**config.mk**
```make
export PLATFORM = sky130hd
export DESIGN_NAME = mac_rx_frontend
export DESIGN_NICKNAME = d
export VERILOG_FILES = /design/src/hdl/nts_pkg.sv /design/src/hdl/mac_rx_frontend.sv
export VERILOG_INCLUDE_DIRS = /design/src /design/src/hdl
export SDC_FILE = /design/constraint.sdc
export NUM_CORES = 1
export LEC_CHECK = 0
export BUFFER_PORTS_ARGS = -buffer_cell sky130_fd_sc_hd__buf_2
export CORE_MARGIN = 3
export CORE_UTILIZATION = 40
export CTS_CLUSTER_DIAMETER = 100
export DETAILED_ROUTE_END_ITERATION = 6
export PLACE_DENSITY = 0.82
export SLEW_MARGIN = 5
export SYNTH_ARGS = -nofsm -noshare
export SYNTH_HDL_FRONTEND = slang
export SYNTH_SLANG_ARGS = --single-unit
```
**constraint.sdc**
```tcl
create_clock -name i_clk -period 13.2 [get_ports i_clk]
set_input_delay 2.64 -clock i_clk [delete_from_list [all_inputs] [get_ports i_clk]]
set_output_delay 2.64 -clock i_clk [all_outputs]
set_load 0.01 [all_outputs]
```
**src/hdl/nts_defines.svh**
```systemverilog
//----------------------------------------
// Project-wide sizes and constants
// Buffer depth is 2**NTS_ADDR_WIDTH words
// Identity values are ASCII, first char in MSB
//----------------------------------------

`ifndef NTS_DEFINES_SVH
`define NTS_DEFINES_SVH

// Frame buffer
`define NTS_ADDR_WIDTH 8

// MAC receive word
`define NTS_WORD_BITS 64
`define NTS_BYTES 8

// Register port
`define NTS_API_ADDR_BITS 12
`define NTS_API_DATA_BITS 32

`define NTS_CORE_NAME 64'h4e54_532d_4449_5350
`define NTS_CORE_VERSION 32'h302e_3031

`endif

```
**src/hdl/nts_pkg.sv**
```systemverilog
//----------------------------------------
// Shared types for the dispatcher
// Register addresses are word addresses
//----------------------------------------

`include "nts_defines.svh"

package nts_pkg;

  typedef logic [`NTS_WORD_BITS-1:0] word_t;
  typedef logic [`NTS_BYTES-1:0] dv_t;          // Bit 0 is the lowest byte
  typedef logic [`NTS_ADDR_WIDTH-1:0] buf_addr_t;
  typedef logic [63:0] count_t;
  typedef logic [`NTS_API_DATA_BITS-1:0] reg_t;

  // Capture states first, dispatch states after
  typedef enum logic [2:0] {
    BUF_EMPTY,
    BUF_FILLING,
    BUF_RECEIVED,
    BUF_READY,
    BUF_START,
    BUF_STREAM,
    BUF_DONE
  } buf_state_e;

  typedef enum logic [`NTS_API_ADDR_BITS-1:0] {
    REG_NAME0      = 12'h000,
    REG_NAME1      = 12'h001,
    REG_VERSION    = 12'h002,
    REG_STATUS     = 12'h009,
    REG_BYTES_MSB  = 12'h00a,
    REG_BYTES_LSB  = 12'h00b,
    REG_FRAMES_MSB = 12'h020,
    REG_FRAMES_LSB = 12'h021,
    REG_GOOD_MSB   = 12'h022,
    REG_GOOD_LSB   = 12'h023,
    REG_BAD_MSB    = 12'h024,
    REG_BAD_LSB    = 12'h025,
    REG_DISP_MSB   = 12'h026,
    REG_DISP_LSB   = 12'h027
  } api_addr_e;

endpackage

```
**src/hdl/mac_rx_frontend.sv**
```systemverilog
//----------------------------------------
// MAC receive front end
// Only contiguous low-byte masks are shifted
// Other non-zero masks count as 8 bytes
//----------------------------------------

`timescale 1ns/10ps

module mac_rx_frontend (
  input  logic               i_clk,
  input  logic               i_areset,
  input  nts_pkg::dv_t       i_rx_data_valid,
  input  nts_pkg::word_t     i_rx_data,
  output nts_pkg::word_t     o_word,
  output logic               o_word_valid,
  output logic [3:0]         o_bytes,
  output logic               o_sof
);

  nts_pkg::dv_t prev_dv;
  logic [3:0]   bytes;
  logic [6:0]   shift;   // Bits to move the last word up

  // Last word fix-up, valid bytes end up at the top
  always_comb
  begin
    case (i_rx_data_valid)
      8'h00:   bytes = 4'd0;
      8'h01:   bytes = 4'd1;
      8'h03:   bytes = 4'd2;
      8'h07:   bytes = 4'd3;
      8'h0f:   bytes = 4'd4;
      8'h1f:   bytes = 4'd5;
      8'h3f:   bytes = 4'd6;
      8'h7f:   bytes = 4'd7;
      default: bytes = 4'd8;  // Full word or odd mask
    endcase
    shift  = 7'(4'd8 - bytes) * 7'd8;
    o_word = i_rx_data << shift; // Zero mask gives all zero
  end

  assign o_word_valid = |i_rx_data_valid;
  assign o_bytes      = bytes;

  //----------------------------------------
  // Start of frame
  //----------------------------------------

  // Reset value must be non-zero, else a false SOF
  always_ff @(posedge i_clk or posedge i_areset)
  begin
    if (i_areset)
    begin
      prev_dv <= '1;
    end
    else
    begin
      prev_dv <= i_rx_data_valid;
    end
  end

  // Idle word followed by a full word
  assign o_sof = (prev_dv == '0) && (i_rx_data_valid == '1);

endmodule

```
# Yosys cells after proc, flatten, opt, wreduce, memory -nomap -nowiden
# Cells that the tools add are included.
# totals
out_inout_bits,70
regBits,8
in_bits,74
wordCells,16
# classes
reduce_logical,4
shifts,1
muxes,1
add_sub_neg,1
n_eq_ne,8
# ops
op,count
$shl A64 B7 Y64,1
$pmux W4 S8,1
$logic_not A8 Y1,2
$eq A8 B1 Y1 const B,1
$eq A8 B2 Y1 const B,1
$eq A8 B3 Y1 const B,1
$eq A8 B4 Y1 const B,1
$eq A8 B5 Y1 const B,1
$eq A8 B6 Y1 const B,1
$eq A8 B7 Y1 const B,1
$eq A8 B8 Y1 const B,1
$reduce_or A8 Y1,1
$sub A4 B4 Y4 const A,1
$logic_and A1 B1 Y1,1

# Depth between registers and ports, before layout
# depth
depth_word,4
mapped_depth,16

# Worst setup path before layout
# OpenSTA, ideal clock, no wires.
# synth_timing
path_type,in2out
startpoint,input i_rx_data_valid[5]
endpoint,output o_word[34]
t_arrival_ns,5.679
setup_slack_ns,4.881
required_ns,10.560
stages,15
path_cell_list,nor4_2 -> nand4_1 -> nand2_8 -> inv_6 -> buf_8 -> buf_4 -> buf_1 -> ha_1 -> buf_2 -> a21oi_1 -> and3_1 -> clkbuf_1 -> clkbuf_1 -> a22oi_1 -> o32ai_1
# synth_via
elab_chain_cells,4
elab_cells_between_ends,11
cone_classes,add/sub: 1; eq/ne: 7; shift: 1; mux: 1; reduce/logical: 1
# synth_lines
element,line_no,source
from (decl),mac_rx_frontend.sv:12,"input nts_pkg::dv_t i_rx_data_valid,"
$eq A8 B7 Y1 (tied with other cells),mac_rx_frontend.sv:27,case (i_rx_data_valid)
$pmux W4 S8 (*),mac_rx_frontend.sv:27,
$sub A4 B4 Y4 (*),mac_rx_frontend.sv:38,shift = 7'(4'd8 - bytes) * 7'd8;
$shl A64 B7 Y64 (*),mac_rx_frontend.sv:39,o_word = i_rx_data << shift;
to (decl),mac_rx_frontend.sv:14,"output nts_pkg::word_t o_word,"
# Mark *: on every way between the ends. The rest lies on a longest branch, timed or not.

# Worst setup path after layout
# layout_timing
startpoint,input i_rx_data_valid[0]
endpoint,output o_word[56]
# Same word-level chain as after synthesis.

==> out/summary.txt <==
Status: finished clean
Die Y: 82.79 um
Initial antenna violation count: 0
Total Power: 0.1491 mW
Root Buffer: clkbuf_8
Seq cells post-synth: 8
Worst Max-Slew Pin Slew: 1.161 ns
Max-slew violations: 0
Drt drc: 0
Hold buffer count at CTS: 0
Initial cell density of the core: 42.06%
Antenna Nets Post-Route: 0
Total iterations of the first detailed-routing run: 5
PwrDens: 48.24 mW/mm^2
First-pass GRT wire length: 14,370 um
RSZ-0062 raised after global routing: no
Met1 Wirelength: 3735 um
I/O pin total: 144
Syn Std Cell Area: 0.002359 mm^2
Synthesized area per cell: 7.535 um^2
Maximum VDD drop: 47.21 uV
Final core utilization: 55.13%
Via count of the first global-routing pass: 3,004
Simple-Gate Fraction of Synth Area: 25.20%
Ant. Diodes: 0
Total wire length: 9589 um
Cts repair resizes: 0
Worst EP arrival: 6.86 ns
Synth cell types: 50
Met2 WL: 4671 um
Mux cell area share after synthesis: 23.29%
Top flop regs: prev_dv: 8 flops
Gate Count Post-Synth: 313
Total Routing Usage GR: 26.44%
Biggest register: prev_dv
Rows: 27
Pin count of the biggest net entering global routing: 41
GPL Wtd Cong: 0.8827
Post-synth top area share: 8.912%
H-tree levels: 1
Max reg flops: 8
Setup tns final: 0 ns
Largest family of logic cells by synthesized area: compound AO/OA/AOI/OAI gates
Most common cell in the netlist: o21ai_0
Filler Cell Count: 571
Number of buffers created by CTS: 3
Final-report hold violation count: 0
Seq/Total Area, Yosys: 8.912%
Final worst slack: 3.696 ns
Placeable core area: 0.005608 mm^2
Synth Net Count: 388
Place WS: 3.741 ns
Fin crit period: 9.504 ns
Clock-pin slew on the worst setup and hold paths: 0.04 ns
Layout cells sized above 1: 41.49%
Clock sink count: 8
Layout Nets: 506
Design area: 0.003092 mm^2
Via count: 3,226
Max Freq: 105.2 MHz
CTS tree: built
Metal3 WL: 1039 um
Total Die Area: 0.006853 mm^2
Relative slew slack: 22.59%
Post-synth top area cell: dfstp_2
DP Cell Count: 498
Critical Path RT: 10.56 ns
Final period utilization: 72.00%
Dpl cell area: 0.003050 mm^2
Largest cells by area after synthesis: dfstp_2 8.9%, mux2i_1 8.5%, mux4_2 7.6%, a221o_1 6.4%, o21ai_0 5.9%
Synth Area in Compound Gates: 33.32%
Average wire per standard cell: 19.14 um
Worst min path class: in2reg
Max-Cap Viols: 0
Xor and xnor area share after synthesis: 0.7427%
Port Buf Inserts: 143
Worst-path maximum fanout: 40
Crit end category: primary output
Cell Count, Final, Fillers Out: 501
P&R area growth vs syn: 31.09%
Fraction of registers with async set/reset: 100.0%
Number of DRC markers in iteration 0: 255
YS warnings: 0
Die Wd: 82.79 um
Vias per cell: 6.439
Post-synth top cells: 28 x o21ai_0, 25 x nand3_1, 23 x clkbuf_1
Final hold slack: 2.553 ns
Highest Signal Layer: met4
Crit start category: input pin
Post-DP HPWL: 6950 um
Final setup fails: 0
CP Class: in2out
Setup bufs post-CTS: 0
CTS max path bufs: 2
Post-synth EDFFs: 0
Leak Pwr: 1.527 nW
Total grt overflow: 0
Post-Synth Adder-Cell Area: 0.5305%
Main synth FF type: dfstp_2
[cell usage in the layout, fill, tap and decap left out, types with 4 or more instances in the layout]
master | netlist | layout
buf_2 | 6 | 143
o21ai_0 | 28 | 28
nand3_1 | 25 | 25
mux2i_1 | 20 | 20
nand2_1 | 18 | 18
a21oi_1 | 18 | 18
nor2_1 | 17 | 17
a221o_1 | 15 | 15
o221ai_1 | 13 | 13
and3_1 | 12 | 12
nor2b_1 | 11 | 11
mux2_1 | 10 | 10
and2_1 | 9 | 9
a211oi_1 | 8 | 8
mux4_2 | 8 | 8
dfstp_2 | 8 | 8
o211a_1 | 7 | 7
inv_1 | 6 | 6
mux2_2 | 5 | 5
nor4_1 | 4 | 4
buf_4 | 1 | 4
[cells by family (layout without fill, tap and decap cells)]
kind of cell / Yosys count / count (layout)
AO/OA/AOI/OAI: 110 / 110
multiplexers: 43 / 43
XOR/XNOR: 2 / 2
buffers and inverters: 41 / 157
AND/OR/NAND/NOR: 108 / 108
adder cells (fa/ha/maj): 1 / 1
flip-flops: 8 / 8
[worst paths after layout]
kind,cells after the start,startpoint,to
max,10,i_rx_data_valid[0],o_word[56]
min,1,i_rx_data_valid[3],prev_dv[3]$_DFF_PP1_
max in group asynchronous,2,i_areset,prev_dv[4]$_DFF_PP1_
min in group asynchronous,2,i_areset,prev_dv[1]$_DFF_PP1_
[layout make-up]
class / count / area, um^2 / share of cell area, %
multi-input cells: 264 / 1973 / 63.82
flip-flops and latches: 8 / 210.2 / 6.799
repair buffers: 147 / 745.7 / 24.12
well taps: 72 / 90.09 / 2.914
clock buffers: 3 / 41.29 / 1.335
inverters: 7 / 31.28 / 1.012
[critical path, stage by stage]
cell     delay, ns
buf_2         0.15
nand4_2       0.18
or4b_1        0.98
nand2_8       0.40
inv_6         0.21
ha_1          0.78
inv_1         0.55
mux4_2        0.43
a221o_1       0.36
buf_2         0.14
[per-layer routing]
metal,vias to the layer above,global-route usage [%]
met5,-,0
li1,1464,-
met4,0,8.007
met1,1521,32.92
met3,19,3.348
met2,222,47.20
[power by group]
group / switching (mW) / internal (mW) / leakage (nW) / total [mW]
clock: 0.0101 / 0.0198 / 0.0216 / 0.0298
combinational: 0.0510 / 0.0411 / 1.42 / 0.0921
sequential: 0.000367 / 0.0268 / 0.0841 / 0.0272
total: 0.0614 / 0.0877 / 1.53 / 0.149
(Power assumes the default switching activity.)
