===== src/hdl/nts_defines.svh =====
//----------------------------------------
// Project-wide sizes and constants
// Buffer depth is 2**NTS_ADDR_WIDTH words
// Identity values are ASCII, first char in MSB
//----------------------------------------

`ifndef NTS_DEFINES_SVH
`define NTS_DEFINES_SVH

// Frame buffer
`define NTS_ADDR_WIDTH 8

// MAC receive word
`define NTS_WORD_BITS 64
`define NTS_BYTES 8

// Register port
`define NTS_API_ADDR_BITS 12
`define NTS_API_DATA_BITS 32

`define NTS_CORE_NAME 64'h4e54_532d_4449_5350
`define NTS_CORE_VERSION 32'h302e_3031

`endif


===== src/hdl/nts_pkg.sv =====
//----------------------------------------
// Shared types for the dispatcher
// Register addresses are word addresses
//----------------------------------------

`include "nts_defines.svh"

package nts_pkg;

  typedef logic [`NTS_WORD_BITS-1:0] word_t;
  typedef logic [`NTS_BYTES-1:0] dv_t;          // Bit 0 is the lowest byte
  typedef logic [`NTS_ADDR_WIDTH-1:0] buf_addr_t;
  typedef logic [63:0] count_t;
  typedef logic [`NTS_API_DATA_BITS-1:0] reg_t;

  // Capture states first, dispatch states after
  typedef enum logic [2:0] {
    BUF_EMPTY,
    BUF_FILLING,
    BUF_RECEIVED,
    BUF_READY,
    BUF_START,
    BUF_STREAM,
    BUF_DONE
  } buf_state_e;

  typedef enum logic [`NTS_API_ADDR_BITS-1:0] {
    REG_NAME0      = 12'h000,
    REG_NAME1      = 12'h001,
    REG_VERSION    = 12'h002,
    REG_STATUS     = 12'h009,
    REG_BYTES_MSB  = 12'h00a,
    REG_BYTES_LSB  = 12'h00b,
    REG_FRAMES_MSB = 12'h020,
    REG_FRAMES_LSB = 12'h021,
    REG_GOOD_MSB   = 12'h022,
    REG_GOOD_LSB   = 12'h023,
    REG_BAD_MSB    = 12'h024,
    REG_BAD_LSB    = 12'h025,
    REG_DISP_MSB   = 12'h026,
    REG_DISP_LSB   = 12'h027
  } api_addr_e;

endpackage


===== src/hdl/api_regs.sv =====
//----------------------------------------
// Read-only register block
// Read MSB first, the LSB is latched then
// Unknown addresses read as zero
//----------------------------------------

`timescale 1ns/10ps

`include "nts_defines.svh"

module api_regs (
  input  logic                           i_clk,
  input  logic                           i_areset,
  input  logic                           i_api_cs,
  input  logic [`NTS_API_ADDR_BITS-1:0]  i_api_address,
  input  nts_pkg::count_t                i_frames,
  input  nts_pkg::count_t                i_good,
  input  nts_pkg::count_t                i_bad,
  input  nts_pkg::count_t                i_dispatched,
  input  nts_pkg::count_t                i_bytes_rx,
  input  nts_pkg::buf_state_e            i_buf_state [2],
  output nts_pkg::reg_t                  o_api_read_data
);

  localparam logic [63:0] CORE_NAME    = `NTS_CORE_NAME;
  localparam logic [31:0] CORE_VERSION = `NTS_CORE_VERSION;

  nts_pkg::count_t cnt [5];   // Bytes, frames, good, bad, dispatched
  nts_pkg::reg_t   snap [5];  // Low words, same order
  logic [4:0]      snap_we;

  assign cnt[0] = i_bytes_rx;
  assign cnt[1] = i_frames;
  assign cnt[2] = i_good;
  assign cnt[3] = i_bad;
  assign cnt[4] = i_dispatched;

  //----------------------------------------
  // Read decode
  //----------------------------------------

  always_comb
  begin
    o_api_read_data = '0;
    snap_we         = '0;
    if (i_api_cs)
    begin
      case (nts_pkg::api_addr_e'(i_api_address))
        nts_pkg::REG_NAME0:   o_api_read_data = CORE_NAME[63:32];
        nts_pkg::REG_NAME1:   o_api_read_data = CORE_NAME[31:0];
        nts_pkg::REG_VERSION: o_api_read_data = CORE_VERSION;
        nts_pkg::REG_STATUS:
        begin
          o_api_read_data[0] = (i_buf_state[0] == nts_pkg::BUF_EMPTY);
          o_api_read_data[1] = (i_buf_state[1] == nts_pkg::BUF_EMPTY);
          o_api_read_data[2] = (i_buf_state[0] == nts_pkg::BUF_READY) ||
                               (i_buf_state[1] == nts_pkg::BUF_READY);
        end
        nts_pkg::REG_BYTES_MSB:
        begin
          o_api_read_data = cnt[0][63:32];
          snap_we[0]      = 1'b1;
        end
        nts_pkg::REG_BYTES_LSB:  o_api_read_data = snap[0];
        nts_pkg::REG_FRAMES_MSB:
        begin
          o_api_read_data = cnt[1][63:32];
          snap_we[1]      = 1'b1;
        end
        nts_pkg::REG_FRAMES_LSB: o_api_read_data = snap[1];
        nts_pkg::REG_GOOD_MSB:
        begin
          o_api_read_data = cnt[2][63:32];
          snap_we[2]      = 1'b1;
        end
        nts_pkg::REG_GOOD_LSB:   o_api_read_data = snap[2];
        nts_pkg::REG_BAD_MSB:
        begin
          o_api_read_data = cnt[3][63:32];
          snap_we[3]      = 1'b1;
        end
        nts_pkg::REG_BAD_LSB:    o_api_read_data = snap[3];
        nts_pkg::REG_DISP_MSB:
        begin
          o_api_read_data = cnt[4][63:32];
          snap_we[4]      = 1'b1;
        end
        nts_pkg::REG_DISP_LSB:   o_api_read_data = snap[4];
        default: ;
      endcase
    end
  end

  // Low word held from the MSB read
  always_ff @(posedge i_clk or posedge i_areset)
  begin
    if (i_areset)
    begin
      for (int i = 0; i < 5; i++)
        snap[i] <= '0;
    end
    else
    begin
      for (int i = 0; i < 5; i++)
        if (snap_we[i])
          snap[i] <= cnt[i][31:0];
    end
  end

endmodule


===== config.mk =====
export PLATFORM = sky130hd
export DESIGN_NAME = api_regs
export DESIGN_NICKNAME = d
export VERILOG_FILES = /design/src/hdl/nts_pkg.sv /design/src/hdl/api_regs.sv
export VERILOG_INCLUDE_DIRS = /design/src /design/src/hdl
export SDC_FILE = /design/constraint.sdc
export NUM_CORES = 1
export LEC_CHECK = 0
export BUFFER_PORTS_ARGS = -buffer_cell sky130_fd_sc_hd__buf_2
export CORE_MARGIN = 2
export CORE_UTILIZATION = 35
export CTS_CLUSTER_DIAMETER = 200
export DETAILED_ROUTE_END_ITERATION = 12
export REMOVE_ABC_BUFFERS = 1
export SYNTH_ARGS = -nofsm -noshare
export SYNTH_HDL_FRONTEND = slang
export SYNTH_SLANG_ARGS = --single-unit

===== constraint.sdc =====
create_clock -name i_clk -period 11.28 [get_ports i_clk]
set_clock_uncertainty 0.2 [all_clocks]
set_input_delay 0 -clock i_clk [delete_from_list [all_inputs] [get_ports i_clk]]
set_output_delay 0 -clock i_clk [all_outputs]
set_load 0.02 [all_outputs]

Word-level counts from Yosys, hierarchy flattened
Index checks and enable logic that the tools add are counted.
{ "totals": {"inputBits": 341, "mem_count": 0, "ram_bits": 0, "out_inout_bits": 32, "mem_bits_ro": 0, "regBits": 160, "wordCells": 33, "latchBits": 0} }
{ "op_classes": {"n_div": 0, "n_mul": 0, "n_bitwise": 0, "shifts": 0, "mux": 9, "n_reduce_logical": 4, "n_addsub": 0, "n_eq_ne": 15, "order_cmp": 0} }
{ "op_table": {"columns": ["op", "count"], "rows": [
  ["case mux 29 bit (13 select lines)", 1],
  ["== test 12 x 6 -> 1 bit (second input constant)", 8],
  ["case mux 3 bit (13 select lines)", 1],
  ["== test 12 x 4 -> 1 bit (second input constant)", 3],
  ["2-to-1 mux 32 bit", 1],
  ["== test 12 x 1 -> 1 bit (second input constant)", 1],
  ["== test 12 x 2 -> 1 bit (second input constant)", 1],
  ["zero test 12 bit", 1],
  ["== test 3 x 2 -> 1 bit (second input constant)", 2],
  ["zero test 3 bit", 2],
  ["2-to-1 mux 1 bit", 5],
  ["2-to-1 mux 5 bit", 1],
  ["logical OR 1 bit", 1]
]} }

Depth between registers and ports, before layout
{ "logic_depth": {"word_depth": 4, "ltp_mapped": 8, "ltp_nobuf": 5} }

Least setup slack after synthesis
OpenSTA, ideal clock, no wires.
{ "synth_path": {"path_type": "input to output", "startpoint": "input port i_api_address[9]", "endpoint": "output port o_api_read_data[25]", "cell_stages": 7, "n_path_buf": 3, "t_arrival_ns": 1.910, "setup_slack_ns": 9.170, "required_time_ns": 11.080, "path_cell_list": "or4_4 -> buf_6 -> nor4_4 -> buf_4 -> buf_4 -> a22oi_1 -> a41oi_1"} }
{ "synth_via": {"elab_chain_cells": 3, "elab_cells_between_ends": 15, "classes_between": "eq/ne (12); mux (2); reduce/logical (1)"} }
{ "synth_lines": {"columns": ["element", "line", "text"], "rows": [
  ["start, declared", "api_regs.sv:15", "input logic [`NTS_API_ADDR_BITS-1:0] i_api_address,"],
  ["== test 12 x 6 -> 1 bit, or another cell as far along", "api_regs.sv:48", "case (nts_pkg::api_addr_e'(i_api_address))"],
  ["case mux 29 bit (13 select lines) *", "api_regs.sv:48", null],
  ["2-to-1 mux 32 bit *", "api_regs.sv:46", "if (i_api_cs)"],
  ["end, declared", "api_regs.sv:22", "output nts_pkg::reg_t o_api_read_data"]
]} }
Mark *: on every way between the ends. The rest lies on a longest branch, timed or not.

Worst setup path in the final report
{ "layout_path": {"startpoint": "input port i_api_address[1]", "endpoint": "output port o_api_read_data[0]"} }
{ "layout_via": {"elab_chain_cells": 3, "elab_cells_between_ends": 15, "classes_between": "eq/ne (12); mux (2); reduce/logical (1)"} }
{ "layout_lines": {"columns": ["element", "line"], "rows": [
  ["== test 12 x 6 -> 1 bit, or another cell as far along", "api_regs.sv:48"],
  ["case mux 3 bit (13 select lines) *", "api_regs.sv:48"],
  ["2-to-1 mux 32 bit *", "api_regs.sv:46"]
]} }
Marks and branches as above.

==> flow_summary.ini <==
[worst_setup_path]
reg2reg_slack_ns = 10.25
critPathArrivalTime_ns = 3.40
critical_path_peak_fanout = 33
criticalPathCategory = in2out
r2r-end = snap[129]$_DFFE_PP0P_
timing.critical_path.mode_cell = buf_2
reg2reg_depth = 1
endpoint_kind = primary output
crit_family = simple AND/OR/NAND/NOR gates
cpMaxStageDelayCell = and2_1
critPathMaxStageDelay_ns = 0.77
worst_setup_path_start_kind = input port
crit_chain = buf_2 > buf_4 > and2_1 > nand3_1 > nor4bb_1 > a2111oi_0 > a31oi_1 > buf_2
worst-path-buf-inv = 3
rr_startpoint = snap[129]$_DFFE_PP0P_
worstPathRequired_ns = 11.08

[logic_synthesis]
syn_avg_cell_area_um2 = 11.1
synthArstFlopShare_pct = 100
synth_ff_type = dfrtp_1
synth-seq-cells = 160
postSynthCellCount = 808
ys_seq_area_share_pct = 44.5
ys_warn_count = 0
synth_cell_types = 62
netlist_area_um2 = 8990
synth_edf_count = 0

[global_routing]
grt-ovfl-total = 0
grt_pass1_vias = 9863
grt_usage_pct = 31.8
antenna_found_initial = 17
grt_pass1_wl_um = 61500
grt_max_degree = 97

[floorplan]
coreArea_um2 = 25200
die-area_um2 = 27000
die_w_um = 164
io_pins = 373
initial_core_util_pct = 35.7
die_h_um = 164
rows = 58

[timing]
drv_slew = 0
rsz0062_at_grt = no
setup_tns_ns = 0
fin_crit_ns = 3.60
slew_headroom_pct = 18.0
final-setup-viol-count = 0
worst_pin_slew_ns = 1.23
fmax_mhz = 278
fin_crit_sh_pct = 31.9
hold_viol_final = 0

[cts]
clk_pin_slew_worst_paths_ns = 0.07
cts_made_buffers = 17
ctsLongestPathBuffers = 2
cts_root_buf = clkbuf_16
cts_tree = yes
clk_latency_ns = 0.43
clock-sinks = 160
htree_levels = 4
cts_setup_buffers = 0

[finish]
final_core_util_pct = 53.2
largestRegisters = snap: 160 flops
largest_reg_flops = 160
top_register = snap
final_common_cell = buf_2
nNetsFinal = 1653
drive_gt1_share_pct = 44.4
syn_to_final_growth_pct = 48.9
layout_common_cells = 372 x buf_2, 161 x dlygate4sd3_1, 160 x dfrtp_1

[place]
io_buffers = 372
hpwl_um = 29400
gp_congestion = 0.882

[routing]
ant_nets = 0
vias = 9539
drc = 0
drtIter0Drc = 656
wl_per_cell_um = 25.9
vias_per_cell = 5.72
drt-pass1-iter-count = 5
wl_um = 43200

[power_and_ir_drop]
total_power_mw = 1.35
vdd_drop_max_uv = 80.4
leakagePower_nw = 6.47
p_per_area_nw_per_um2 = 101

[hold_path]
min_path_type = in2async

[run_status]
outcome = complete, no violations

[flow_run]
max_cap_violations = 0
tightest hold or removal path, cell delays in order:
cell and delay [ns]:
dlygate4sd3_1 0.53, buf_2 0.14, inv_6 0.58
synth_stat cells (all sizes together), types with 21 or more instances:
| library cell | instances | area [um2] |
|---|---|---|
| mux2i | 29 | 290 |
| dfrtp | 160 | 4000 |
| a31oi | 31 | 194 |
| a22oi | 40 | 300 |
| a21oi | 31 | 155 |
| nor3 | 21 | 115 |
| nand2 | 49 | 186 |
| mux2 | 173 | 1950 |
| buf | 36 | 189 |
| nor2 | 27 | 104 |
| o21ai | 28 | 140 |
| clkbuf | 26 | 97.6 |
kinds of logic after synthesis:
logic type | after synthesis | synth area share (%)
flops | 160 | 44.5
simple gates | 164 | 10.2
compound gates | 212 | 16.7
mux | 203 | 25.1
buf+inv | 69 | 3.48
what timing repair did:
action / in CTS / in global routing
hold endpoints to repair: 255 / 0
hold buffers: 161 / 0
resized for setup: 0 / 0
worst max path at each step:
stage	startpoint	end	slack (ns)	depth (start not counted)
floorplan	i_areset	snap[0]$_DFFE_PP0P_	6.76	1
global placement	i_api_address[5]	snap[77]$_DFFE_PP0P_	7.65	5
detailed placement	i_api_address[5]	snap[75]$_DFFE_PP0P_	7.60	5
CTS	i_api_address[1]	o_api_read_data[0]	7.82	8
global route	i_api_address[1]	o_api_read_data[22]	7.63	7
finish	i_api_address[1]	o_api_read_data[0]	7.68	8
cell type report:
cell class / instances / area (um2)
antenna: 14 / 35.0
clock buffer: 19 / 443
clock inverter: 12 / 124
fill: 2296 / 11800
inverter: 7 / 31.3
multi-input combinational: 579 / 4760
sequential: 160 / 4000
tap: 330 / 413
timing repair buffer: 547 / 3580
per-stage QoR:
step	worst slack, ns	cell area, um2	hold slack (ns)	cells
floorplan	6.76	8710	-0.0682	746
global placement	7.65	11200	0.0129	1462
detailed placement	7.60	11200	0.0155	1462
CTS	7.82	13400	0.0888	1654
global route	7.63	13400	0.122	1664
finish	7.68	13400	0.0737	1668
power breakdown:
| part | switching [mW] | leakage [nW] | internal (mW) |
|---|---|---|---|
| Clock | 0.265 | 0.265 | 0.314 |
| Combinational | 0.0922 | 3.97 | 0.0977 |
| Sequential | 0.00135 | 2.23 | 0.576 |
layer usage:
metal | wire (um) | share of wire (%) | global-route usage, %
met5 | 50 | 0.12 | 0
met4 | 1250 | 2.9 | 12.3
met3 | 3470 | 8.0 | 6.34
met2 | 21200 | 49 | 53.9
met1 | 17300 | 40 | 39.7
Power figures use the tool's default switching activity.
