$ cat config.mk
export PLATFORM = sky130hd
export DESIGN_NAME = rx_statistics
export DESIGN_NICKNAME = d
export VERILOG_FILES = /design/src/hdl/nts_pkg.sv /design/src/hdl/rx_statistics.sv
export VERILOG_INCLUDE_DIRS = /design/src /design/src/hdl
export SDC_FILE = /design/constraint.sdc
export NUM_CORES = 1
export LEC_CHECK = 0
export ABC_AREA = 1
export BUFFER_PORTS_ARGS = -buffer_cell sky130_fd_sc_hd__buf_2
export CORE_ASPECT_RATIO = 0.9
export CORE_MARGIN = 4
export CORE_UTILIZATION = 45
export DETAILED_ROUTE_END_ITERATION = 8
export GPL_TIMING_DRIVEN = 0
export HOLD_SLACK_MARGIN = 0.1
export PLACE_DENSITY = 0.66
export SYNTH_ARGS = -nofsm -noshare
export SYNTH_HDL_FRONTEND = slang
export SYNTH_SLANG_ARGS = --single-unit
export TNS_END_PERCENT = 10
$ cat constraint.sdc
create_clock -name i_clk -period 20.9 [get_ports i_clk]
set_input_delay 2.09 -clock i_clk [delete_from_list [all_inputs] [get_ports i_clk]]
set_output_delay 2.09 -clock i_clk [all_outputs]
set_load 0.01 [all_outputs]
$ cat src/hdl/nts_defines.svh
//----------------------------------------
// Project-wide sizes and constants
// Buffer depth is 2**NTS_ADDR_WIDTH words
// Identity values are ASCII, first char in MSB
//----------------------------------------

`ifndef NTS_DEFINES_SVH
`define NTS_DEFINES_SVH

// Frame buffer
`define NTS_ADDR_WIDTH 8

// MAC receive word
`define NTS_WORD_BITS 64
`define NTS_BYTES 8

// Register port
`define NTS_API_ADDR_BITS 12
`define NTS_API_DATA_BITS 32

`define NTS_CORE_NAME 64'h4e54_532d_4449_5350
`define NTS_CORE_VERSION 32'h302e_3031

`endif

$ cat src/hdl/nts_pkg.sv
//----------------------------------------
// Shared types for the dispatcher
// Register addresses are word addresses
//----------------------------------------

`include "nts_defines.svh"

package nts_pkg;

  typedef logic [`NTS_WORD_BITS-1:0] word_t;
  typedef logic [`NTS_BYTES-1:0] dv_t;          // Bit 0 is the lowest byte
  typedef logic [`NTS_ADDR_WIDTH-1:0] buf_addr_t;
  typedef logic [63:0] count_t;
  typedef logic [`NTS_API_DATA_BITS-1:0] reg_t;

  // Capture states first, dispatch states after
  typedef enum logic [2:0] {
    BUF_EMPTY,
    BUF_FILLING,
    BUF_RECEIVED,
    BUF_READY,
    BUF_START,
    BUF_STREAM,
    BUF_DONE
  } buf_state_e;

  typedef enum logic [`NTS_API_ADDR_BITS-1:0] {
    REG_NAME0      = 12'h000,
    REG_NAME1      = 12'h001,
    REG_VERSION    = 12'h002,
    REG_STATUS     = 12'h009,
    REG_BYTES_MSB  = 12'h00a,
    REG_BYTES_LSB  = 12'h00b,
    REG_FRAMES_MSB = 12'h020,
    REG_FRAMES_LSB = 12'h021,
    REG_GOOD_MSB   = 12'h022,
    REG_GOOD_LSB   = 12'h023,
    REG_BAD_MSB    = 12'h024,
    REG_BAD_LSB    = 12'h025,
    REG_DISP_MSB   = 12'h026,
    REG_DISP_LSB   = 12'h027
  } api_addr_e;

endpackage

$ cat src/hdl/rx_statistics.sv
//----------------------------------------
// Receive statistics
// All counters are 64 bit and wrap
//----------------------------------------

`timescale 1ns/10ps

module rx_statistics (
  input  logic            i_clk,
  input  logic            i_areset,
  input  logic            i_sof,
  input  logic            i_rx_good_frame,
  input  logic            i_rx_bad_frame,
  input  logic            i_dispatch_started,
  input  logic [3:0]      i_bytes,
  output nts_pkg::count_t o_frames,
  output nts_pkg::count_t o_good,
  output nts_pkg::count_t o_bad,
  output nts_pkg::count_t o_dispatched,
  output nts_pkg::count_t o_bytes_rx
);

  always_ff @(posedge i_clk or posedge i_areset)
  begin
    if (i_areset)
    begin
      o_frames     <= '0;
      o_good       <= '0;
      o_bad        <= '0;
      o_dispatched <= '0;
      o_bytes_rx   <= '0;
    end
    else
    begin
      if (i_sof)
        o_frames <= o_frames + 1'b1;
      if (i_rx_good_frame)
        o_good <= o_good + 1'b1;
      if (i_rx_bad_frame)
        o_bad <= o_bad + 1'b1;
      if (i_dispatch_started)
        o_dispatched <= o_dispatched + 1'b1;

      // Every valid byte, good or bad frame
      if (i_bytes != 4'd0)
        o_bytes_rx <= o_bytes_rx + 64'(i_bytes);
    end
  end

endmodule

; ---- After elaboration in Yosys (flattened, before gate mapping)
; Cells that the tools add are included.
; Widths: inputs -> output; s select.
[totals]
reg_bits = 320
latchBits = 0
inputBits = 10
romBits = 0
output_inout_bits = 320
wordCells = 11
memories = 0
ram_bits = 0
[classes]
n_bitwise = 0
n_lt_le_gt_ge = 0
multipliers = 0
n_shift = 0
add_sub_neg = 5
n_reduce_logical = 1
mux = 0
eq_ne = 0
div = 0
[op_table]
columns = cell, count
row1 = $add 64x1->64 const B, 4
row2 = $add 64x4->64, 1
row3 = $reduce_bool 4->1, 1

; ---- Logic depth before layout (Yosys ltp)
; Gate-level depths: netlist of run 1.
[depth]
word_depth = 1
mapped_depth = 12

; ---- Worst setup path before layout of run 1
; OpenSTA, ideal clock, no wires.
[synth_timing]
kind = input-to-reg
start = input port i_bytes[0]
end = register o_bytes_rx[24]
t_arrival_ns = 3.342
cell_stages = 9
setup_ns = 0.130
slack_ns = 17.428
required_time_ns = 20.770
n_path_buf = 0
path_cell_list = ha_1 fa_1 nand2_1 nand2_1 nand2_1 nor2_2 nand3_1 nor2_4 xor2_1
[synth_between]
elab_chain_cells = 1
elab_cells_between_ends = 2
cone_classes = add/sub (1) / reduce/logical (1)
[synth_rtl]
columns = element, line
row1 = from (decl), rx_statistics.sv:15  ; input logic [3:0] i_bytes,
row2 = $add 64x4->64 or $reduce_bool 4->1 (tied branches), "rx_statistics.sv:46, rx_statistics.sv:45"
row3 = to (signal assigned), rx_statistics.sv:46  ; o_bytes_rx <= o_bytes_rx + 64'(i_bytes);
row4 = to (decl), rx_statistics.sv:20  ; output nts_pkg::count_t o_bytes_rx
; Several ways; a longest one is shown, not always the timed one.
; A chain may end at the register's enable or synchronous reset.

; ---- Worst setup path after layout of run 1
[layout_timing]
start = input port i_bytes[0]
end = register o_bytes_rx[50]
; Same word-level chain as after synthesis.

==> impl_summary.md, run 1 <==
Floorplanning
The floorplan step defined a die boundary enclosing 44600 µm². The die is 201 µm tall. The count of boundary I/O pins is between 300 and 400. After floorplanning, the core was divided into 70 placement rows. Measured along the x axis, the die boundary spans 222 µm. The initial cell density of the core is 0.456. The placeable core area is 40700 µm².

Global routing
The initial antenna violation count is 0. Entering global routing, the biggest net connects 117 pins. The combined global-route utilization of all metal layers is 0.251.

The first global-routing pass estimated between 90000 and 100000 µm of wire. The via count of the first global-routing pass is 17000. The residual overflow from global routing is 0.

Placement
The congestion estimate from routability-driven global placement came to approximately 0.95. The placed instances occupy a cell area of around 21000 µm². The HPWL after detailed placement is 44800 µm. The count of port buffers added during placement is 327.

Logic synthesis
The sequential share of the synthesized area is 0.431. The share of synthesized flip-flops with an asynchronous set or reset is 1.00. By area the synthesized netlist is led by sky130_fd_sc_hd__dfrtp_1 (43%), sky130_fd_sc_hd__nand2_1 (14%), sky130_fd_sc_hd__nor2_1 (7.6%), sky130_fd_sc_hd__xor2_1 (6.3%), sky130_fd_sc_hd__inv_1 (6.1%).

The number of synthesized flops with an enable pin is 0. Counting instances in the post-synthesis netlist gives the leading cell types as sky130_fd_sc_hd__nand2_1 (704), sky130_fd_sc_hd__nor2_1 (375), sky130_fd_sc_hd__dfrtp_1 (320). The post-synthesis cell area is 18600 µm². The share of synthesized area in the top cell type comes to 0.431.

The post-synthesis cell type count is 40. The mean instance size in the synthesized netlist is 7.58 µm². sky130_fd_sc_hd__nand2_1 is the most common cell in the netlist. The synthesized design spends more area on one cell type than any other, namely sky130_fd_sc_hd__dfrtp_1. Yosys printed 0 warnings. The instance count of the mapped netlist is 2454. The commonest register cell after synthesis is sky130_fd_sc_hd__dfrtp_1. The number of flip-flops and latches in the synthesized netlist is 320. Synthesis produced a netlist with a net count of around 2500.

Layout
The fill cell total of the finished layout is around 4000. The final antenna diode count is 0. After the last flow step, the layout net total stands at 2843. In the final layout, the share of cells above drive strength 1 is 0.184. In the final layout, flip-flops and latches occupy around 8000 µm². The signed area change from the synthesized netlist to the final layout is 19.4%.

Summing all multi-input logic gate instances after layout gives 9380 µm². The post-layout instance area is 22200 µm².

Detailed routing
The antenna violation net count after detailed routing is 0. The vias per cell is 5.11. The number of violations reported at the end of detailed-routing iteration 0 is approximately 1300. The detailed-routing iteration count for the pre-antenna-repair pass is 7. The sum of routed wire length over all layers is 56900 µm. The number of remaining DRC errors is 0.

After detailed routing, the average wire length per cell comes to 16.8 µm. The via count of the routed design is 17300.

CTS
The H-tree depth is 2. The TritonCTS sink count is 320. The total clock buffers created by CTS is 38. Once the clock tree was built, the resizer swapped 0 gates to a different size.

TritonCTS built the clock tree. The number of buffers added for setup after CTS is 0. In this run the deepest clock path goes through 3 buffers. After clock tree synthesis, the clock-pin slew on the worst setup and hold paths is 0.06 ns. Hold repair after CTS inserted 0 buffers. The clock latency on the worst-skew pair is 0.56 ns. The clock root buffer is sky130_fd_sc_hd__clkbuf_16.

Timing
At the pin with the least slew margin, the transition time is 0.735 ns. Static timing analysis puts the maximum clock frequency at around 0.29 GHz. Setup violations remaining at the end of the flow were counted as 0. Setup repair after global routing left no endpoint under its margin.

The setup TNS is 0 ns. The clock arrives with 0.0169 ns of skew. The final number of max-transition violations is 0. The tightest slew margin relative to the limit is 0.506.

The worst path needs around 3.5 ns of the cycle, external delays included. The final-report hold violation count came to 0. The final period utilization is 0.166.

Setup path
The most critical setup path has its startpoint at i_bytes[0]. The worst setup path is captured at a flop. STA classifies the critical path startpoint as an input port. Following the worst setup path forward leads to its endpoint at o_bytes_rx[50]. The type of the worst setup path is input port to flop. The minimum setup slack among reg-to-reg paths is 18.66 ns.

The worst reg2reg path endpoint is o_bytes_rx[50]. Data arrives at the worst endpoint at 3.96 ns. In this run the worst path has a maximum fanout of 5. The launch instance of the worst register-to-register path is o_bytes_rx[0]. The worst-case reg-to-reg path depth is 10. At the worst endpoint, the required time is 21.39 ns.

Min path
The worst min-delay path category is flop to flop.

Status
The flow ran to the end, and the final reports show no timing, DRC or antenna violations.

Power
The leakage power figure is 11.2 nW. Across the VDD grid, the largest voltage drop is approximately 71 µV. Power spread over the standard cell area amounts to 69.6 nW/µm².

Job
The tool flagged a number of max-cap violations equal to 0.
==> power breakdown <==
group	total [mW]	leakage (nW)	switching, mW	internal [mW]
sequential	0.704	4.27	0.0494	0.654
combinational	0.189	6.33	0.119	0.0694
clock	0.651	0.589	0.264	0.388
total	1.54	11.2	0.432	1.11
==> layer usage <==
layer	up-vias	track usage	wire length, µm	part of all wire
met5	-	0	0	0
met1	8241	0.342	25300	0.44
met2	534	0.409	26400	0.46
li1	8433	-	-	-
met3	101	0.0462	3700	0.065
met4	0	0.0777	1570	0.028
==> cell families after synthesis <==
| group | count (synthesis) | share of synthesized area |
|---|---|---|
| xor gates and xnor gates | 227 | 0.107 |
| DFF | 320 | 0.431 |
| adders and majority gates | 9 | 0.00646 |
| and+or+nand+nor | 1557 | 0.383 |
| buffers and inverters | 317 | 0.0645 |
| AOI/OAI and AO/OA | 24 | 0.00788 |
==> state kept, by name, indices dropped and copies added, names as in the netlist <==
name and flops:
o_frames 64, o_bad 64, o_dispatched 64, o_good 64, o_bytes_rx 64
==> worst min path at each step <==
| stage | cells after the start | start | end | slack [ns] |
|---|---|---|---|---|
| 3_5_place_dp | 2 | o_good[63] | o_good[63] | 0.48 |
| 4_1_cts | 2 | o_good[63] | o_good[63] | 0.50 |
| 5_1_grt | 2 | o_good[63] | o_good[63] | 0.51 |
| 3_3_place_gp | 2 | o_good[63] | o_good[63] | 0.47 |
| 6_report | 2 | o_good[63] | o_good[63] | 0.49 |
| 2_1_floorplan | 1 | o_dispatched[63] | o_dispatched[63] | 0.51 |
==> placed cells by master (no fill, tap or decap), types with 6 or more instances in the layout <==
cell type                   Yosys  layout
sky130_fd_sc_hd__buf_2          1     328
sky130_fd_sc_hd__clkbuf_1       1      10
sky130_fd_sc_hd__clkbuf_16      0      41
sky130_fd_sc_hd__clkbuf_8       0       6
sky130_fd_sc_hd__dfrtp_1      320     320
sky130_fd_sc_hd__ha_1           8       8
sky130_fd_sc_hd__inv_1        302     301
sky130_fd_sc_hd__inv_2         11      11
sky130_fd_sc_hd__nand2_1      704     704
sky130_fd_sc_hd__nand2_2       26      26
sky130_fd_sc_hd__nand3_1      155     155
sky130_fd_sc_hd__nand3_2        7       7
sky130_fd_sc_hd__nand3b_1      26      26
sky130_fd_sc_hd__nand4_1       87      87
sky130_fd_sc_hd__nor2_1       375     375
sky130_fd_sc_hd__nor2_2        39      39
sky130_fd_sc_hd__nor2_4        27      27
sky130_fd_sc_hd__nor3_1        70      70
sky130_fd_sc_hd__nor3_2         7       7
sky130_fd_sc_hd__nor4_1         7       7
sky130_fd_sc_hd__o21ai_0       16      16
sky130_fd_sc_hd__xnor2_1       94      94
sky130_fd_sc_hd__xor2_1       133     133
==> layout make-up <==
class                           instances  area share
Clock buffer                           56      0.0515
Tap cell                              540      0.0304
Multi-Input combinational cell       1817       0.423
Timing Repair Buffer                  330      0.0775
Clock inverter                          6     0.00259
Inverter                              313      0.0533
Buffer                                  4     0.00107
Sequential cell                       320       0.361
==> through the flow <==
| stage | worst slack (ns) | hold WS [ns] | power [mW] | util | std cells |
|---|---|---|---|---|---|
| 3_5_place_dp | 16.92 | 0.480 | 0.903 | 0.515 | 3324 |
| 3_3_place_gp | 6.02 | 0.468 | 0.896 | 0.513 | 3321 |
| 5_1_grt | 17.22 | 0.510 | 1.61 | 0.545 | 3386 |
| 2_1_floorplan | 9.95 | 0.507 | 0.827 | - | 2454 |
| 4_1_cts | 17.48 | 0.498 | 1.56 | 0.545 | 3386 |
| 6_report | 17.44 | 0.494 | 1.54 | 0.545 | 3386 |
==> critical path, stage by stage <==
cell	delay, ns
sky130_fd_sc_hd__buf_2	0.09
sky130_fd_sc_hd__ha_1	0.20
sky130_fd_sc_hd__fa_1	0.22
sky130_fd_sc_hd__nand2_1	0.07
sky130_fd_sc_hd__nand2_1	0.12
sky130_fd_sc_hd__nand3_1	0.11
sky130_fd_sc_hd__nor2_1	0.21
sky130_fd_sc_hd__nand3_1	0.30
sky130_fd_sc_hd__nor2_1	0.35
sky130_fd_sc_hd__nand3_1	0.12
sky130_fd_sc_hd__nand2_1	0.08
No activity file was read; power rests on OpenSTA's default activity.
==> run 2: changes to the inputs <==
Clock period 20.9 ns to 3.2 ns, I/O delays scaled along.
==> run 2 against run 1 <==
Combinational power increased to 6.7 times the previous value; global-route usage rose by 0.22 points; final cell count is 0.41% higher; utilization rose by 0.38 points; clock skew is 0.0043 ns lower; sequential share of layout area decreased by 0.25 points; non-clock buffer count up 12; sequential power grew to 6.5 times the previous value; critical endpoint is now o_bytes_rx[54]; largest cell class unchanged.
==> impl_summary.md, run 2 (synthesized netlist as in run 1, its figures left out) <==
Floorplanning
The region available for standard cell placement spans 40700 µm². The overall die width is 222 µm. For this configuration, the core starts out at a cell density of 0.456.

The number of standard-cell rows in the floorplan is 70. 330 I/O pins were placed. The y dimension of the die is 201 µm. The floorplan step defined a die boundary enclosing 44600 µm².

Power
Across the VDD grid, the largest voltage drop is 409 µV. The analysis attributes to cell leakage a power of 11.3 nW. The total power density per cell area is 451 nW/µm². Total power for the finished layout comes to approximately 10 mW.

Timing
Dividing the final minimum period by the clock period gives 0.689. For the pin with the worst max-slew slack, the measured transition is 0.789 ns. The shortest period the worst path allows is about 2.2 ns.

The final count of negative-setup-slack endpoints is 0. The final number of max-transition violations came to 0. In this run the tightest slew margin relative to its limit is 0.470. Setup repair after global routing left no endpoint under its margin. Derived from the worst setup path, the maximum achievable clock frequency is 0.454 GHz. The final-report hold violation count is 0. The clock skew after layout is 0.0126 ns. The worst-case hold slack is 0.205 ns.

Setup path
The type of the worst setup path is input port to flop. The kind of start point of the critical path is an input port. STA classifies the critical path endpoint as a flop. At the worst endpoint, the arrival time is 2.65 ns. The data required time of the critical path is 3.65 ns.

The maximum fanout count along the critical path is 7.

Layout
The library cells used most frequently in the layout, excluding fill and tap cells, are sky130_fd_sc_hd__nand2_1 (704), sky130_fd_sc_hd__nor2_1 (375), sky130_fd_sc_hd__buf_2 (328). Excluding fillers, the count of instances in the completed layout stands at 3400. The fraction of layout cells with a size suffix above 1 is 0.186. Relative to the synthesized area, the layout overhead comes to 20.2%. The library cell used most frequently in the layout, excluding fill and tap cells, is sky130_fd_sc_hd__nand2_1. The final antenna diode count is 0. The fill cell total of the finished layout is 3977. For this run, the post-layout net count is between 2000 and 3000.

Global routing
Entering global routing, the biggest net connects 42 pins. The residual overflow from global routing is 0. The combined global-route utilization of all metal layers is 0.253. The via count of the first global-routing pass came to 17100. The initial antenna violation count is 0.

The first global-routing pass estimated just over 90000 µm of wire.

CTS
TritonCTS built the clock tree. The number of buffers added for setup after CTS is 0. For the worst-skew pair, the clock arrives at the later sink with an insertion delay of 0.56 ns. The TritonCTS sink count is 320.

The clock passes through at most 3 buffers. The H-tree depth is 2. The cell sitting at the root of the clock tree is a sky130_fd_sc_hd__clkbuf_16. The total clock buffers created by CTS is 38. Clock-pin slew was measured on the worst setup and hold paths at 0.06 ns.

Detailed routing
The antenna violation net count after detailed routing is 0. The vias per cell is around 5.1. The routed layout has approximately 17000 vias. The detailed-routing iteration count for the pre-antenna-repair pass is 5. After the first detailed-routing iteration, the DRC count stood at 1397. The sum of routed wire length over all layers is about 57000 µm. In the routed design, unresolved DRC markers number 0.

Dividing the detail-routed wire length by the instance count gives 16.8 µm.

Placement
The routability congestion estimate from global placement is 0.934. The count of port buffers added during placement is 327. Once detailed placement completed, the half-perimeter wirelength came to 45600 µm.

The post-placement cell count is 3330.

Job
The number of max-capacitance violations reported is 0.

Status
The run finished with clean final reports.

Min path
The worst min-delay path category is input port to flop.
-- run 2: cell count changes in the layout (fill, tap and decap cells not counted) --
| cell | delta |
|---|---|
| sky130_fd_sc_hd__clkbuf_8 | +2 |
| sky130_fd_sc_hd__buf_12 | +9 |
| sky130_fd_sc_hd__bufinv_16 | -1 |
| sky130_fd_sc_hd__dlygate4sd3_1 | +6 |
| sky130_fd_sc_hd__buf_16 | -3 |
| sky130_fd_sc_hd__clkinv_2 | +2 |
| sky130_fd_sc_hd__inv_8 | -1 |
-- run 2: worst paths after layout --
check / startpoint / to / slack, ns / cells after the start
worst max-delay path: i_bytes[0] / o_bytes_rx[54] / 1.0 / 13
worst min-delay path: i_bytes[1] / o_bytes_rx[1] / 0.20 / 4
worst max register to register: o_bytes_rx[0] / o_bytes_rx[54] / 1.0 / 11
worst min register to register: o_bad[62] / o_bad[62] / 0.49 / 2
max in group asynchronous: i_areset / o_dispatched[41] / 1.70 / 7
min in group asynchronous: i_areset / o_bad[8] / 0.23 / 3
-- run 2: layout make-up --
class | count | area [µm²] | share of cell area
plain buffers | 4 | 23.8 | 0.00106
clock buffers | 58 | 1170 | 0.0524
clock inverters | 6 | 30.0 | 0.00134
inverters | 313 | 1180 | 0.0527
multi-input cells | 1817 | 9380 | 0.420
flip-flops and latches | 320 | 8010 | 0.358
well taps | 540 | 676 | 0.0302
repair buffers | 342 | 1880 | 0.0840
-- run 2: metal layers --
layer  GRT usage  part of all wire  wire (µm)  up-vias
met4      0.0740             0.030       1690        0
met1       0.340              0.43      24700     8271
met3      0.0575             0.077       4390      114
li1            -                 -          -     8451
met2       0.412              0.46      26500      620
met5           0                 0          0        -
-- run 2: worst max-delay path, cell delays in order --
cell and delay [ns]:
sky130_fd_sc_hd__dlygate4sd3_1 0.52, sky130_fd_sc_hd__buf_2 0.11, sky130_fd_sc_hd__ha_1 0.18, sky130_fd_sc_hd__fa_1 0.22
sky130_fd_sc_hd__nand2_1 0.06, sky130_fd_sc_hd__nand2_1 0.12, sky130_fd_sc_hd__nand3_1 0.11, sky130_fd_sc_hd__nor2_1 0.22
sky130_fd_sc_hd__nand2_1 0.24, sky130_fd_sc_hd__nor2_4 0.29, sky130_fd_sc_hd__nand3_1 0.11, sky130_fd_sc_hd__nand2_1 0.09
sky130_fd_sc_hd__nand2_1 0.06
-- run 2: where the power goes --
group / total, mW / switching (mW) / leakage, nW / internal, mW
registers: 4.59 / 0.315 / 4.27 / 4.27
logic: 1.26 / 0.784 / 6.40 / 0.472
clock network: 4.24 / 1.74 / 0.597 / 2.50
total: 10.1 / 2.84 / 11.3 / 7.25
-- run 2: timing repair --
item	in CTS	in global routing
hold buffers	6	0
gates resized for setup	0	0
endpoints found under the hold margin	83	0
setup endpoints to repair	0	0
-- run 2: through the flow --
step	utilization	cell area (µm²)	setup TNS (ns)	worst slack, ns
after floorplan	-	18600	-443.78	-1.39
after global placement	0.513	20900	-1114.34	-3.54
after detailed placement	0.518	21100	0	0.993
after CTS	0.549	22300	0	1.01
after global routing	0.549	22300	0	0.853
final	0.549	22300	0	0.996
==> run 3: changes to the inputs <==
Clock period 3.2 ns to 2.25 ns, I/O delays scaled along.
==> run 3 against run 2 <==
Setup slack worse by 0.86 ns; total power increased by 42%; flip-flop and latch count unchanged.
==> impl_summary.md, run 3 (synthesized netlist as in run 1, its figures left out) <==
Status
The run finished with clean final reports.

Setup path
Counting both buffers and inverters, the worst setup path holds a total of 0. The worst setup path is of the flop to flop kind. In this run the worst path has a maximum fanout of 7. The category of the worst setup path capture point is a flop.

Counting buffers and inverters, the worst setup path is 11 cells deep. The worst-case reg-to-reg path depth is 11. For this run, the slowest stage of the critical path takes around 0.37 ns.

The signal arrival time at the worst endpoint is about 2.6 ns. The worst register-to-register path begins at o_bytes_rx[0]. The signal on the critical path passes through ha_1, fa_1, nand2_1, nand2_1, nand3_1, nor2_1, nand2_2, nor2_4, nand3_1, nand2_1, nand2_1.

In this design, the largest share of critical-path delay is due to simple AND/OR/NAND/NOR gates. The data required time of the critical path is about 2.7 ns. The critical path's slowest cell is sky130_fd_sc_hd__dfrtp_1. The kind of start point of the critical path is a flop. In this run the critical register-to-register path is captured at o_bytes_rx[54]. The cell seen most often among critical-path stages is sky130_fd_sc_hd__nand2_1. Setup slack on the worst reg-to-reg path comes out at 0.14 ns.

Detailed routing
Dividing the detail-routed via count by the number of cells gives 5.12. Summed over all layers, the routed wires come to 57400 µm. The routed length per instance is 16.9 µm.

The antenna violation net count after detailed routing is 0. The number of violations reported at the end of detailed-routing iteration 0 is 1396. The routed layout has 17400 vias. Before antenna repair, the detailed router went through 5 iterations. The number of remaining DRC errors is 0.

Global routing
The initial antenna violation count is 0. The pin count of the biggest net entering global routing is 42. In the global route stage, overall resource usage came out at 0.253.

The via count of the first global-routing pass was around 17000. The first global-routing pass estimated 92200 µm of wire. The total overflow left after global routing is 0.

Min path
The worst hold path terminates at o_bytes_rx[3]. The number of instances on the worst hold path is 5. The worst min-delay path category is input port to flop. In this run the most critical hold path is launched from i_bytes[3].

Timing
The worst pin sits at a relative slew slack of 0.484. The fmax is 0.473 GHz. Dividing the final minimum period by the clock period gives 0.939. Setup repair after global routing could not meet its margin everywhere. The final-report hold violation count is 0. The worst path needs 2.11 ns of the cycle, external delays included.

The final number of max-transition violations came to 0. The final count of negative-setup-slack endpoints is 0. The slew of the pin with the lowest slew margin is 0.768 ns.

The clock skew after layout is 0.0145 ns.

CTS
The H-tree was split into 2 levels. The total clock buffers created by CTS is 38. The tree built by TritonCTS fans out to 320 sinks. The tree is rooted in a sky130_fd_sc_hd__clkbuf_16. After clock tree synthesis, the clock-pin slew on the worst setup and hold paths is 0.06 ns. The longest clock path from root to sink contains 3 buffers. Clock latency on the worst-skew pair, taken at its later pin, is roughly 0.56 ns. The clock tree from TritonCTS is done.

Floorplanning
The area of the die is 44600 µm². 330 I/O pins were placed. The region available for standard cell placement spans 40700 µm².

The overall die width is approximately 220 µm. For this configuration, the core starts out at a cell density of 0.456. From bottom edge to top edge, the die measures 201 µm. The number of standard-cell rows in the floorplan is 70.

Placement
The count of port buffers added during placement is 327. The HPWL after detailed placement is 45600 µm. The congestion estimate from routability-driven global placement came to about 0.93.

Layout
Once layout is complete, the utilization of the core stands at 0.550. The library cell used most frequently in the layout, excluding fill and tap cells, is sky130_fd_sc_hd__nand2_1. In the final layout, the multi-input gates occupy 9400 µm². The fraction of layout cells with a size suffix above 1 is 0.188. The fill cell total of the finished layout is 3971. The repair_antennas step left the layout with diodes totalling 0. The signed area change from the synthesized netlist to the final layout is 20.5%. For this run, the post-layout net count is 2858.

The combined flip-flop and latch cell area is roughly 8000 µm². The library cells used most frequently in the layout, excluding fill and tap cells, are sky130_fd_sc_hd__nand2_1 (703), sky130_fd_sc_hd__nor2_1 (372), sky130_fd_sc_hd__buf_2 (328).

Power
The total power consumption of the routed design is 14.4 mW. IR analysis of the VDD net gives a maximum drop of 581 µV. The total power density per cell area is 641 nW/µm².

Summed over all cells, the static leakage comes to 11.3 nW.

Job
The number of max-capacitance violations reported is 0.
## run 3: changes by cell type in the layout (fill, tap and decap cells not counted), sizes merged
| cell | before | now |
|---|---|---|
| buf | 339 | 340 |
| dlygate4sd3 | 6 | 8 |
## run 3: metal layers
metal,track usage,wire length [µm],vias to the layer above,part of all wire
li1,-,-,8468,-
met1,0.340,24900,8262,0.43
met2,0.412,26700,583,0.46
met3,0.0575,4190,101,0.073
met4,0.0740,1650,0,0.029
met5,0,0,-,0
## run 3: worst min-delay path: cells and delay by family
| kind | cells | cell delay, ns |
|---|---|---|
| and+or+nand+nor | 1 | 0.06 |
| buffers and inverters | 2 | 0.14 |
| adders and majority gates | 1 | 0.18 |
| AOI/OAI and AO/OA | 1 | 0.06 |
## run 3: cell type report
cell class,count,share of cell area
buffer,4,0.00106
tap,540,0.0302
timing repair buffer,345,0.0856
inverter,313,0.0526
clock buffer,58,0.0522
clock inverter,6,0.00134
multi-input combinational,1817,0.420
sequential,320,0.357
## run 3: timing repair
action,4_1_cts,5_1_grt
hold endpoints to repair,183,0
hold buffers,8,0
endpoints found under the setup margin,0,13
resized for setup,0,5
buffers inserted,0,1
## run 3: where the power goes
| part | total (mW) | internal (mW) | switching (mW) |
|---|---|---|---|
| Clock | 6.04 | 3.56 | 2.48 |
| Combinational | 1.79 | 0.673 | 1.12 |
| Sequential | 6.53 | 6.08 | 0.450 |
| Total | 14.4 | 10.3 | 4.05 |
## run 3: worst max path at each step
| stage | from | end |
|---|---|---|
| after floorplan | i_areset | o_bad[0] |
| after global placement | i_areset | o_frames[46] |
| after detailed placement | o_bytes_rx[0] | o_bytes_rx[48] |
| after CTS | o_bytes_rx[0] | o_bytes_rx[54] |
| after global routing | o_bytes_rx[0] | o_bytes_rx[58] |
| final | o_bytes_rx[0] | o_bytes_rx[54] |
## run 3: stage by stage
| step | std cells | setup slack (ns) | TNS (ns) | hold WS, ns | instance area [µm²] |
|---|---|---|---|---|---|
| global placement | 3321 | -4.39 | -1387.94 | 0.469 | 20900 |
| finish | 3403 | 0.137 | 0 | 0.145 | 22400 |
| CTS | 3402 | 0.0607 | 0 | 0.121 | 22400 |
| detailed placement | 3330 | 0.102 | 0 | 0.142 | 21100 |
| global route | 3403 | -0.0182 | -0.0257 | 0.187 | 22400 |
| floorplan | 2454 | -2.24 | -717.38 | 0.312 | 18600 |
